**src/logic/prefetch_pkg.sv**
```systemverilog
`default_nettype none

package prefetch_pkg;

    ////////////////////////////////////////
    // Bus geometry
    ////////////////////////////////////////

    // Byte address and data widths of the master port
    localparam int unsigned ADDR_W = 32;
    localparam int unsigned DATA_W = 32;
    // Single thread, so one ID bit is plenty
    localparam int unsigned ID_W = 1;

    // Burst shape
    localparam int unsigned BURST_LEN = 16;
    localparam int unsigned BURST_BYTES = BURST_LEN * (DATA_W / 8);
    // Bursts per run, kept small for short runs
    localparam int unsigned PREFETCH_BURSTS = 8;

    // AxSIZE for full-width beats (4 bytes)
    localparam int unsigned AXI_SIZE = $clog2(DATA_W / 8);
    // Incrementing burst
    localparam logic [1:0] AXI_BURST_INCR = 2'b01;

    ////////////////////////////////////////
    // Types
    ////////////////////////////////////////

    typedef logic [ADDR_W-1:0] addr_t;
    typedef logic [DATA_W-1:0] data_t;
    // Holds 0 up to PREFETCH_BURSTS inclusive
    typedef logic [$clog2(PREFETCH_BURSTS + 1)-1:0] burst_idx_t;
    // Holds 0 up to BURST_LEN inclusive
    typedef logic [$clog2(BURST_LEN + 1)-1:0] beat_cnt_t;
    typedef logic [1:0] resp_t;

    // Normal access success
    localparam resp_t RESP_OKAY = 2'b00;

    // Run controller states
    typedef enum logic [1:0] {
        IDLE,
        PREFETCH,
        FINISH
    } ctrl_state_t;

endpackage

`default_nettype wire

```
**src/logic/ar_issuer.sv**
```systemverilog
`timescale 1ns/1ps
`default_nettype none

module ar_issuer (
    input  wire                  M_AXI_ACLK,
    input  wire                  M_AXI_ARESETN,
    input  wire                  burst_req,
    input  wire prefetch_pkg::addr_t burst_addr,
    input  wire                  arready,
    output logic                 burst_ack,
    output logic                 arvalid,
    output prefetch_pkg::addr_t  araddr,
    output logic [7:0]           arlen,
    output logic [2:0]           arsize,
    output logic [1:0]           arburst,
    output logic [prefetch_pkg::ID_W-1:0] arid
);

    import prefetch_pkg::*;

    logic launch;
    logic ar_done;

    // New request with the previous ack already gone
    assign launch = burst_req && !burst_ack && !arvalid;
    assign ar_done = arvalid && arready;

    ////////////////////////////////////////
    // AR channel
    ////////////////////////////////////////

    // VALID held until the slave takes it
    always_ff @(posedge M_AXI_ACLK)
    begin
        if (!M_AXI_ARESETN)
        begin
            arvalid <= 1'b0;
        end
        else if (ar_done)
        begin
            arvalid <= 1'b0;
        end
        else if (launch)
        begin
            arvalid <= 1'b1;
        end
    end

    // Address captured at launch only
    always_ff @(posedge M_AXI_ACLK)
    begin
        if (launch)
        begin
            araddr <= burst_addr;
        end
    end

    // Fixed burst shape
    assign arlen   = 8'(BURST_LEN - 1);
    assign arsize  = 3'(AXI_SIZE);
    assign arburst = AXI_BURST_INCR;
    // Single thread
    assign arid    = '0;

    ////////////////////////////////////////
    // Ack half of the handshake
    ////////////////////////////////////////

    always_ff @(posedge M_AXI_ACLK)
    begin
        if (!M_AXI_ARESETN)
        begin
            burst_ack <= 1'b0;
        end
        // Raised the cycle after the AR handshake
        else if (ar_done)
        begin
            burst_ack <= 1'b1;
        end
        // Dropped once the controller lets go
        else if (!burst_req)
        begin
            burst_ack <= 1'b0;
        end
    end

    // AXI rule on stalled address
    ar_hold: assert property (
        @(posedge M_AXI_ACLK) disable iff (!M_AXI_ARESETN)
        arvalid && !arready |=> arvalid && $stable(araddr)
    );

endmodule

`default_nettype wire

```
**src/logic/axi_prefetch_top.sv**
```systemverilog
`timescale 1ns/1ps
`default_nettype none

module axi_prefetch_top (
    // Clock and reset
    input  wire                            M_AXI_ACLK,
    input  wire                            M_AXI_ARESETN,

    // Run control
    input  wire                            init_txn,
    input  wire                            base_addr_set,
    input  wire prefetch_pkg::addr_t       base_addr,
    output wire                            prefetch_done,
    output wire                            prefetch_error,

    // Read address channel
    output wire [prefetch_pkg::ID_W-1:0]   M_AXI_ARID,
    output wire prefetch_pkg::addr_t       M_AXI_ARADDR,
    output wire [7:0]                      M_AXI_ARLEN,
    output wire [2:0]                      M_AXI_ARSIZE,
    output wire [1:0]                      M_AXI_ARBURST,
    output wire                            M_AXI_ARVALID,
    input  wire                            M_AXI_ARREADY,

    // Read data channel
    input  wire prefetch_pkg::data_t       M_AXI_RDATA,
    input  wire prefetch_pkg::resp_t       M_AXI_RRESP,
    input  wire                            M_AXI_RLAST,
    input  wire                            M_AXI_RVALID,
    output wire                            M_AXI_RREADY
);

    import prefetch_pkg::*;

    ////////////////////////////////////////
    // Internal links
    ////////////////////////////////////////

    // Controller to issuer request pair
    logic  burst_req;
    logic  burst_ack;
    addr_t burst_addr;
    // Drain back to controller
    logic  burst_retired;
    logic  run_active;

    // Run FSM and base latch
    prefetch_ctrl u_ctrl (
        .M_AXI_ACLK    (M_AXI_ACLK),
        .M_AXI_ARESETN (M_AXI_ARESETN),
        .init_txn      (init_txn),
        .base_addr_set (base_addr_set),
        .base_addr     (base_addr),
        .burst_ack     (burst_ack),
        .burst_retired (burst_retired),
        .burst_req     (burst_req),
        .burst_addr    (burst_addr),
        .run_active    (run_active),
        .prefetch_done (prefetch_done)
    );

    // One AR burst per request
    ar_issuer u_issuer (
        .M_AXI_ACLK    (M_AXI_ACLK),
        .M_AXI_ARESETN (M_AXI_ARESETN),
        .burst_req     (burst_req),
        .burst_addr    (burst_addr),
        .arready       (M_AXI_ARREADY),
        .burst_ack     (burst_ack),
        .arvalid       (M_AXI_ARVALID),
        .araddr        (M_AXI_ARADDR),
        .arlen         (M_AXI_ARLEN),
        .arsize        (M_AXI_ARSIZE),
        .arburst       (M_AXI_ARBURST),
        .arid          (M_AXI_ARID)
    );

    // Sink for returned data
    r_drain u_drain (
        .M_AXI_ACLK     (M_AXI_ACLK),
        .M_AXI_ARESETN  (M_AXI_ARESETN),
        .run_active     (run_active),
        .rvalid         (M_AXI_RVALID),
        .rlast          (M_AXI_RLAST),
        .rresp          (M_AXI_RRESP),
        .rdata          (M_AXI_RDATA),
        .rready         (M_AXI_RREADY),
        .burst_retired  (burst_retired),
        .prefetch_error (prefetch_error)
    );

endmodule

`default_nettype wire

```
**src/logic/prefetch_ctrl.sv**
```systemverilog
`timescale 1ns/1ps
`default_nettype none

module prefetch_ctrl (
    input  wire                 M_AXI_ACLK,
    input  wire                 M_AXI_ARESETN,
    input  wire                 init_txn,
    input  wire                 base_addr_set,
    input  wire prefetch_pkg::addr_t base_addr,
    input  wire                 burst_ack,
    input  wire                 burst_retired,
    output logic                burst_req,
    output prefetch_pkg::addr_t burst_addr,
    output logic                run_active,
    output logic                prefetch_done
);

    import prefetch_pkg::*;

    ctrl_state_t state;
    // Software-loaded base, may change at any time
    addr_t       base_hold;
    // Base frozen for the current run
    addr_t       base_run;
    burst_idx_t  issued;
    burst_idx_t  retired;
    logic        start;
    logic        all_issued;
    logic        last_retire;

    // Start only honored from IDLE
    assign start = (state == IDLE) && init_txn;
    assign all_issued = (issued == burst_idx_t'(PREFETCH_BURSTS));
    // Final rlast of the run
    assign last_retire = burst_retired && (retired == burst_idx_t'(PREFETCH_BURSTS - 1));

    ////////////////////////////////////////
    // Base address
    ////////////////////////////////////////

    always_ff @(posedge M_AXI_ACLK)
    begin
        if (base_addr_set)
        begin
            base_hold <= base_addr;
        end
    end

    // Snapshot at run start, later loads wait for the next run
    always_ff @(posedge M_AXI_ACLK)
    begin
        if (start)
        begin
            base_run <= base_hold;
        end
    end

    // Consecutive bursts from the frozen base
    assign burst_addr = base_run + addr_t'(issued) * addr_t'(BURST_BYTES);

    ////////////////////////////////////////
    // Run FSM
    ////////////////////////////////////////

    always_ff @(posedge M_AXI_ACLK)
    begin
        if (!M_AXI_ARESETN)
        begin
            state <= IDLE;
        end
        else
        begin
            case (state)
                IDLE:
                begin
                    if (init_txn)
                    begin
                        state <= PREFETCH;
                    end
                end
                // Stay until every burst has come back
                PREFETCH:
                begin
                    if (last_retire)
                    begin
                        state <= FINISH;
                    end
                end
                // One cycle only, drives the done pulse
                FINISH:
                begin
                    state <= IDLE;
                end
                default:
                begin
                    state <= IDLE;
                end
            endcase
        end
    end

    // Issue and retire counters
    always_ff @(posedge M_AXI_ACLK)
    begin
        if (!M_AXI_ARESETN)
        begin
            issued  <= '0;
            retired <= '0;
        end
        else if (start)
        begin
            issued  <= '0;
            retired <= '0;
        end
        else if (state == PREFETCH)
        begin
            // Ack seen means the address went out
            if (burst_req && burst_ack)
            begin
                issued <= issued + 1'b1;
            end
            if (burst_retired)
            begin
                retired <= retired + 1'b1;
            end
        end
    end

    ////////////////////////////////////////
    // Four-phase request to the issuer
    ////////////////////////////////////////

    always_ff @(posedge M_AXI_ACLK)
    begin
        if (!M_AXI_ARESETN)
        begin
            burst_req <= 1'b0;
        end
        else if (state != PREFETCH)
        begin
            burst_req <= 1'b0;
        end
        // Phase 3, release on ack
        else if (burst_req && burst_ack)
        begin
            burst_req <= 1'b0;
        end
        // Next request waits for ack low
        else if (!burst_req && !burst_ack && !all_issued)
        begin
            burst_req <= 1'b1;
        end
    end

    // R channel open for the whole run
    assign run_active = (state == PREFETCH);
    assign prefetch_done = (state == FINISH);

    // Address held for the whole request phase
    req_addr_stable: assert property (
        @(posedge M_AXI_ACLK) disable iff (!M_AXI_ARESETN)
        burst_req |=> !burst_req || $stable(burst_addr)
    );

    // Drain never retires more bursts than were issued
    retire_after_issue: assert property (
        @(posedge M_AXI_ACLK) disable iff (!M_AXI_ARESETN)
        burst_retired |-> (retired < issued)
    );

endmodule

`default_nettype wire

```
**src/logic/r_drain.sv**
```systemverilog
`timescale 1ns/1ps
`default_nettype none

module r_drain (
    input  wire                  M_AXI_ACLK,
    input  wire                  M_AXI_ARESETN,
    input  wire                  run_active,
    input  wire                  rvalid,
    input  wire                  rlast,
    input  wire prefetch_pkg::resp_t rresp,
    input  wire prefetch_pkg::data_t rdata,
    output logic                 rready,
    output logic                 burst_retired,
    output logic                 prefetch_error
);

    import prefetch_pkg::*;

    beat_cnt_t beat_cnt;
    logic      beat;

    // No back-pressure while a run is on
    assign rready = run_active;
    assign beat = rvalid && rready;

    // rdata deliberately dropped
    // the read itself warms the memory system

    ////////////////////////////////////////
    // Beat and burst tracking
    ////////////////////////////////////////

    always_ff @(posedge M_AXI_ACLK)
    begin
        if (!M_AXI_ARESETN)
        begin
            beat_cnt <= '0;
        end
        else if (beat)
        begin
            // Restart at each burst boundary
            if (rlast)
            begin
                beat_cnt <= '0;
            end
            else
            begin
                beat_cnt <= beat_cnt + 1'b1;
            end
        end
    end

    // Same cycle as the accepted last beat
    assign burst_retired = beat && rlast;

    ////////////////////////////////////////
    // Error flag
    ////////////////////////////////////////

    // Sticky until reset, survives later runs
    always_ff @(posedge M_AXI_ACLK)
    begin
        if (!M_AXI_ARESETN)
        begin
            prefetch_error <= 1'b0;
        end
        else if (beat && (rresp != RESP_OKAY))
        begin
            prefetch_error <= 1'b1;
        end
    end

    // Slave must close each burst on exactly beat BURST_LEN
    rlast_position: assert property (
        @(posedge M_AXI_ACLK) disable iff (!M_AXI_ARESETN)
        beat |-> (rlast == (beat_cnt == beat_cnt_t'(BURST_LEN - 1)))
    );

endmodule

`default_nettype wire
```
**config.mk**
```make
export PLATFORM = sky130hd
export DESIGN_NAME = axi_prefetch_top
export DESIGN_NICKNAME = d
export VERILOG_FILES = /design/src/logic/prefetch_pkg.sv /design/src/logic/ar_issuer.sv /design/src/logic/axi_prefetch_top.sv /design/src/logic/prefetch_ctrl.sv /design/src/logic/r_drain.sv
export SDC_FILE = /design/constraint.sdc
export NUM_CORES = 1
export LEC_CHECK = 0
export BUFFER_PORTS_ARGS = -buffer_cell sky130_fd_sc_hd__buf_2
export CORE_MARGIN = 2
export CORE_UTILIZATION = 45
export CTS_CLUSTER_DIAMETER = 40
export DETAILED_ROUTE_END_ITERATION = 10
export PLACE_DENSITY = 0.74
export RECOVER_POWER = 25
export SKIP_LAST_GASP = 1
export SLEW_MARGIN = 20
export SYNTH_ARGS = -nofsm -noshare
export SYNTH_HDL_FRONTEND = slang
export SYNTH_HIERARCHICAL = 1
export SYNTH_SLANG_ARGS = --single-unit
```
**constraint.sdc**
```tcl
create_clock -name M_AXI_ACLK -period 3.3 [get_ports M_AXI_ACLK]
set_input_delay 0.33 -clock M_AXI_ACLK [delete_from_list [all_inputs] [get_ports M_AXI_ACLK]]
set_output_delay 0.33 -clock M_AXI_ACLK [all_outputs]
set_load 0.05 [all_outputs]
```
## Yosys cells after proc, flatten, opt, wreduce, memory -nomap -nowiden

Index checks and enable logic that the tools add are counted.

| word-level totals | value |
|---|---|
| bits in registers | 110 |
| logic and storage cells | 50 |
| bits of input ports | 73 |

| operators by class | value |
|---|---|
| equality and inequality tests | 8 |
| add/sub/neg operators | 3 |
| mux-type cells | 5 |
| bitwise operators | 1 |
| reductions and logical operators | 23 |

Operator list:

| operator | count |
|---|---|
| $add 32x10->32 | 1 |
| $logic_and 1x1->1 | 11 |
| $add 4x1->4 const B | 2 |
| $reduce_and 2->1 | 3 |
| $eq 4x3->1 const B | 1 |
| $eq 4x4->1 const B | 1 |
| $logic_not 1->1 | 4 |
| $mux 2 | 2 |
| $ne 2x1->1 const B | 2 |
| $ne 2x2->1 const B | 2 |
| $pmux 2 s2 | 1 |
| $reduce_or 2->1 | 2 |
| $reduce_or 3->1 | 1 |
| $eq 2x1->1 const B | 1 |
| $eq 2x2->1 const B | 1 |
| $logic_not 2->1 | 1 |
| $mux 1 | 2 |
| $reduce_bool 2->1 | 1 |
| $not 1->1 | 1 |

## Longest topological paths before layout

| logic depth | value |
|---|---|
| word-level depth | 6 |
| mapped depth | 8 |
| depth with buffers taken out | 7 |

## Cells and area by module

The synthesis kept the hierarchy.

By module, submodules not included:

| module | area an instance (µm²) | instances | sequential area each (µm²) | cells each |
|---|---|---|---|---|
| prefetch_ctrl | 3,046.7 | 1 | 2,142.1 | 204 |
| ar_issuer | 1,153.6 | 1 | 1,001.0 | 55 |
| r_drain | 51.3 | 1 | 20.0 | 5 |

## Worst setup path before layout

OpenSTA, ideal clock, no wires.

| timing | value |
|---|---|
| kind | register -> register |
| from | reg u_ctrl.state[1] |
| to | reg u_ctrl.issued[0] |
| data required time | 3,184 ps |
| slack | -104 ps |
| arrival time | 3,288 ps |
| cell stages (with the launch flop) | 5 |
| clock period less this slack | 3,404 ps |
| library setup time | 116 ps |
| cell sequence | dfxtp_1 -> nor3b_1 -> nand2b_1 -> buf_2 -> nor2_1 |

| on the way | value |
|---|---|
| cells in the longest elaborated chain, start to end | 3 |
| elaborated cells between the ends (all ways) | 5 |
| those cells by class | eq/ne: 1; reduce/logical: 4 |

Ends and longest elaborated chain:

| element | line | source |
|---|---|---|
| from (decl) | prefetch_ctrl.sv:20 | `ctrl_state_t state;` |
| from (signal assigned) | prefetch_ctrl.sv:69 | `state <= IDLE;` |
| from (signal assigned) | prefetch_ctrl.sv:78 | `state <= PREFETCH;` |
| from (signal assigned) | prefetch_ctrl.sv:86 | `state <= FINISH;` |
| $logic_not 2->1 | prefetch_ctrl.sv:32 | `assign start = (state == IDLE) && init_txn;` |
| $logic_and 1x1->1 | prefetch_ctrl.sv:32 |  |
| via u_ctrl.start | prefetch_ctrl.sv:27 | `logic start;` |
| $reduce_or 2->1 (no line) | -- |  |
| to (signal assigned) | prefetch_ctrl.sv:120 | `issued <= issued + 1'b1;` |
| to (decl) | prefetch_ctrl.sv:25 | `burst_idx_t issued;` |

The timed path passes the listed nets, and every way through them passes these cells.
A chain may end at the register's enable or synchronous reset.

## Worst setup path after layout

| timing | value |
|---|---|
| from | reg u_ctrl.issued[0] |
| to | reg u_issuer.araddr[26], data pin |

| on the way | value |
|---|---|
| cells in the longest elaborated chain, start to end | 1 |

Ends and longest elaborated chain:

| element | line | source |
|---|---|---|
| $add 32x10->32 | prefetch_ctrl.sv:59 | `assign burst_addr = base_run + addr_t'(issued) * addr_t'(BURST_BYTES);` |
| via burst_addr[26] | axi_prefetch_top.sv:42 | `addr_t burst_addr;` |
| to (signal assigned) | ar_issuer.sv:54 | `araddr <= burst_addr;` |
| to (decl) | ar_issuer.sv:12 | `output prefetch_pkg::addr_t araddr,` |

The timed path passes the listed nets, and every way through them passes these cells.

==> results_dict.tcl <==
set metrics [dict create \
    fp.dieW_um 101 \
    core_um2 9200 \
    drive_above_1_share 0.284 \
    yosys_warnings 6 \
    hold_path_class "in2reg" \
    tightestPinTransition_ns 0.815 \
    grt_pass1_wl_um 10200 \
    cts_tree "done" \
    synth_seq_cells 110 \
    gp_congestion 0.783 \
    clock_latency_ns 0.35 \
    crit_type "reg2reg" \
    synth_top_family_by_area "simple AND/OR/NAND/NOR gates" \
    fp-row-count 35 \
    fin_setup_tns_ns 0 \
    synth-xor-area-share 0.0556 \
    synth_compound_area_frac 0.0256 \
    routed_via_density 4.82 \
    ys_seq_area_frac 0.744 \
    synth_ff_type "edfxtp_1" \
    synth_top_area_cell "edfxtp_1" \
    synthSimpleGateAreaFrac 0.0942 \
    die_h_um 101 \
    powerDensity_nw_per_um2 545 \
    cp_cell_sequence "ha_1 > inv_1 > fa_1 > nor2b_1 > o31a_1 > nand4_1 > xnor2_1" \
    grt_pass1_vias 2178 \
    diodes 0 \
    grt_remaining_overflow 0 \
    synthDistinctLibCells 40 \
    hold_buffers 0 \
    hold_viol 0 \
    grt_util_all_layers 0.132 \
    dp_hpwl_um 4430 \
    slew_headroom 0.456 \
    period_share 0.682 \
    fin_skew_ns 0.0104 \
    nets 421 \
    synth_area_per_cell_um2 16.1 \
    worst_path_largest_cell_delay_ns 0.44 \
    cp.arrival_ns 2.36 \
    setup_viol 0 \
    vias 2198 \
    outcome "finished, final reports clean" \
    grt_max_degree 33 \
    critPathMaxFanout 11 \
    slew_violations 0 \
    async_flop_share 0 \
    critPathLaunchType "flip-flop" \
    max_freq_mhz 445 \
    synthMuxAreaShare 0.00235 \
    fillers 777 \
    cts_sinks 110 \
    p_leak_uw 0.00179 \
    critPathTopFamily "adder cells" \
    peakVddDrop_v 0.000213 \
    initial_utilization 0.462 \
    clk_path_buf_depth 2 \
    synth_top_area_frac 0.678 \
    cpMaxStageDelayCell "o31a_1" \
    dr.pass1.iters 4 \
    ant_nets 0 \
    cts_buffers 9 \
    ctsHtreeMaxLevel 3 \
    synth-adder-area-share 0.0253 \
    cp.required_ns 3.41 \
    period_needed_ns 2.25 \
    mappedNetlistArea_um2 4250 \
    drt_wl_total_um 6270 \
    synth_area_leaders "edfxtp_1, dfxtp_1, xnor2_1, buf_4, ha_1" \
    syn_to_final_growth_pct 14.2 \
    critPathBufInv 1 \
    synth_edf_count 96 \
    synth_cells 264 \
    drt-initial-drc-count 68 \
    root_buffer "clkbuf_8" \
    antenna_found_initial 0 \
    num_io_pins 123 \
    path_clk_slew_ns 0.10 \
    rsz0062_at_grt "no" \
    post_cts_buffers 0 \
    post-route-drc-count 0 \
    whs_ns 0.145 \
    end_kind "flip-flop" \
    cap_violations 0 \
    port-buffer-count 76 \
    cts_resized 0 \
    dieArea_um2 10200 \
    wire_per_inst_um 13.7 \
]
layer usage:
metal	routed length, um	GRT usage	up-vias	share of wire
met1	2640	0.167	1040	0.42
li1	-	-	1086	-
met3	381	0.0345	9	0.061
met4	92	0.0613	0	0.015
met5	0	0	-	0
met2	3160	0.213	63	0.50
cell usage in the layout (no fill, tap or decap), types with 2 or more instances in the layout:
master     n
inv_1      6
clkinv_4   3
or3_1      2
clkbuf_8   9
o21a_1     3
ha_1       7
nand4_1   11
dfxtp_1   14
nor3b_4    2
edfxtp_1  96
xor2_1     4
nor2b_1    5
and4_1     3
clkbuf_1   3
buf_2     73
nand3_1   14
a21oi_1    6
and3_1     3
nor2_1     9
and2_1     2
nand2_1    6
conb_1    14
xnor2_1   23
o21ai_0    3
nor3_1     2
buf_4      3
worst register-to-register path: cells and delay by family, from the launching register on:
family | cells | cell delay [ns]
compound gates | 1 | 0.44
simple gates | 2 | 0.35
xor+xnor | 1 | 0.16
fa+ha+maj | 2 | 0.59
buf+inv | 1 | 0.05
flops | 1 | 0.42
cell usage after synthesis, types with 2 or more instances:
cell      instances
edfxtp_1         96
xnor2_1          23
buf_4            21
dfxtp_1          14
nand3_1          14
nand4_1          11
nor2_1            9
ha_1              7
a21oi_1           6
inv_1             6
nand2_1           6
nor2b_1           5
xor2_1            4
and3_1            3
and4_1            3
buf_2             3
o21a_1            3
o21ai_0           3
and2_1            2
buf_6             2
conb_1            2
nor3_1            2
or3_1             2
path summary, 6_finish.rpt:
check	endpoint	depth (start not counted)	from	slack, ns
min reg2reg	u_ctrl/base_run[17]	0	u_ctrl/base_hold[17]	0.42
min	u_ctrl/base_hold[31]	1	base_addr[31]	0.14
max	u_issuer/araddr[26]	7	u_ctrl/issued[0]	1.05
max reg2reg	u_issuer/araddr[26]	7	u_ctrl/issued[0]	1.05
report_power, final:
part           switching, uW  total (uW)  internal, uW
clock                    434         788           354
combinational            157         212          54.5
sequential              34.6        1640          1610
cell families (layout without fill, tap and decap cells):
family	Yosys count	after routing
xor+xnor	27	27
buf+inv	32	101
other cells	2	14
mux	1	1
flops	110	110
compound gates	17	17
simple gates	67	67
fa+ha+maj	8	8
stage by stage:
stage,instance area (um^2),cells,total power [uW],util,setup WS (ns)
2_1_floorplan,4300,276,1840,-,0.995
5_1_grt,4850,456,2770,0.528,0.883
3_3_place_gp,4660,440,1880,0.507,1.10
4_1_cts,4860,456,2680,0.528,1.01
6_report,4850,456,2640,0.528,1.05
3_5_place_dp,4660,440,1890,0.507,1.03
final cells by class:
type / instances / area (um^2) / share of cell area
clock buffer: 9 / 124 / 0.0255
inverter: 6 / 22.5 / 0.00464
timing repair buffer: 79 / 399 / 0.0822
clock inverter: 7 / 73.8 / 0.0152
multi-input combinational: 134 / 933 / 0.192
sequential: 110 / 3160 / 0.652
tap: 111 / 139 / 0.0286
registers in the layout, summed over array words and instances (netlist names):
name / flops
u_ctrl/base_hold: 32
u_ctrl/base_run: 32
u_issuer/araddr: 32
u_ctrl/issued: 4
u_ctrl/retired: 4
u_ctrl/state: 2
u_ctrl/burst_req: 1
u_drain/prefetch_error: 1
u_issuer/arvalid: 1
u_issuer/burst_ack: 1
(Power assumes the default switching activity.)
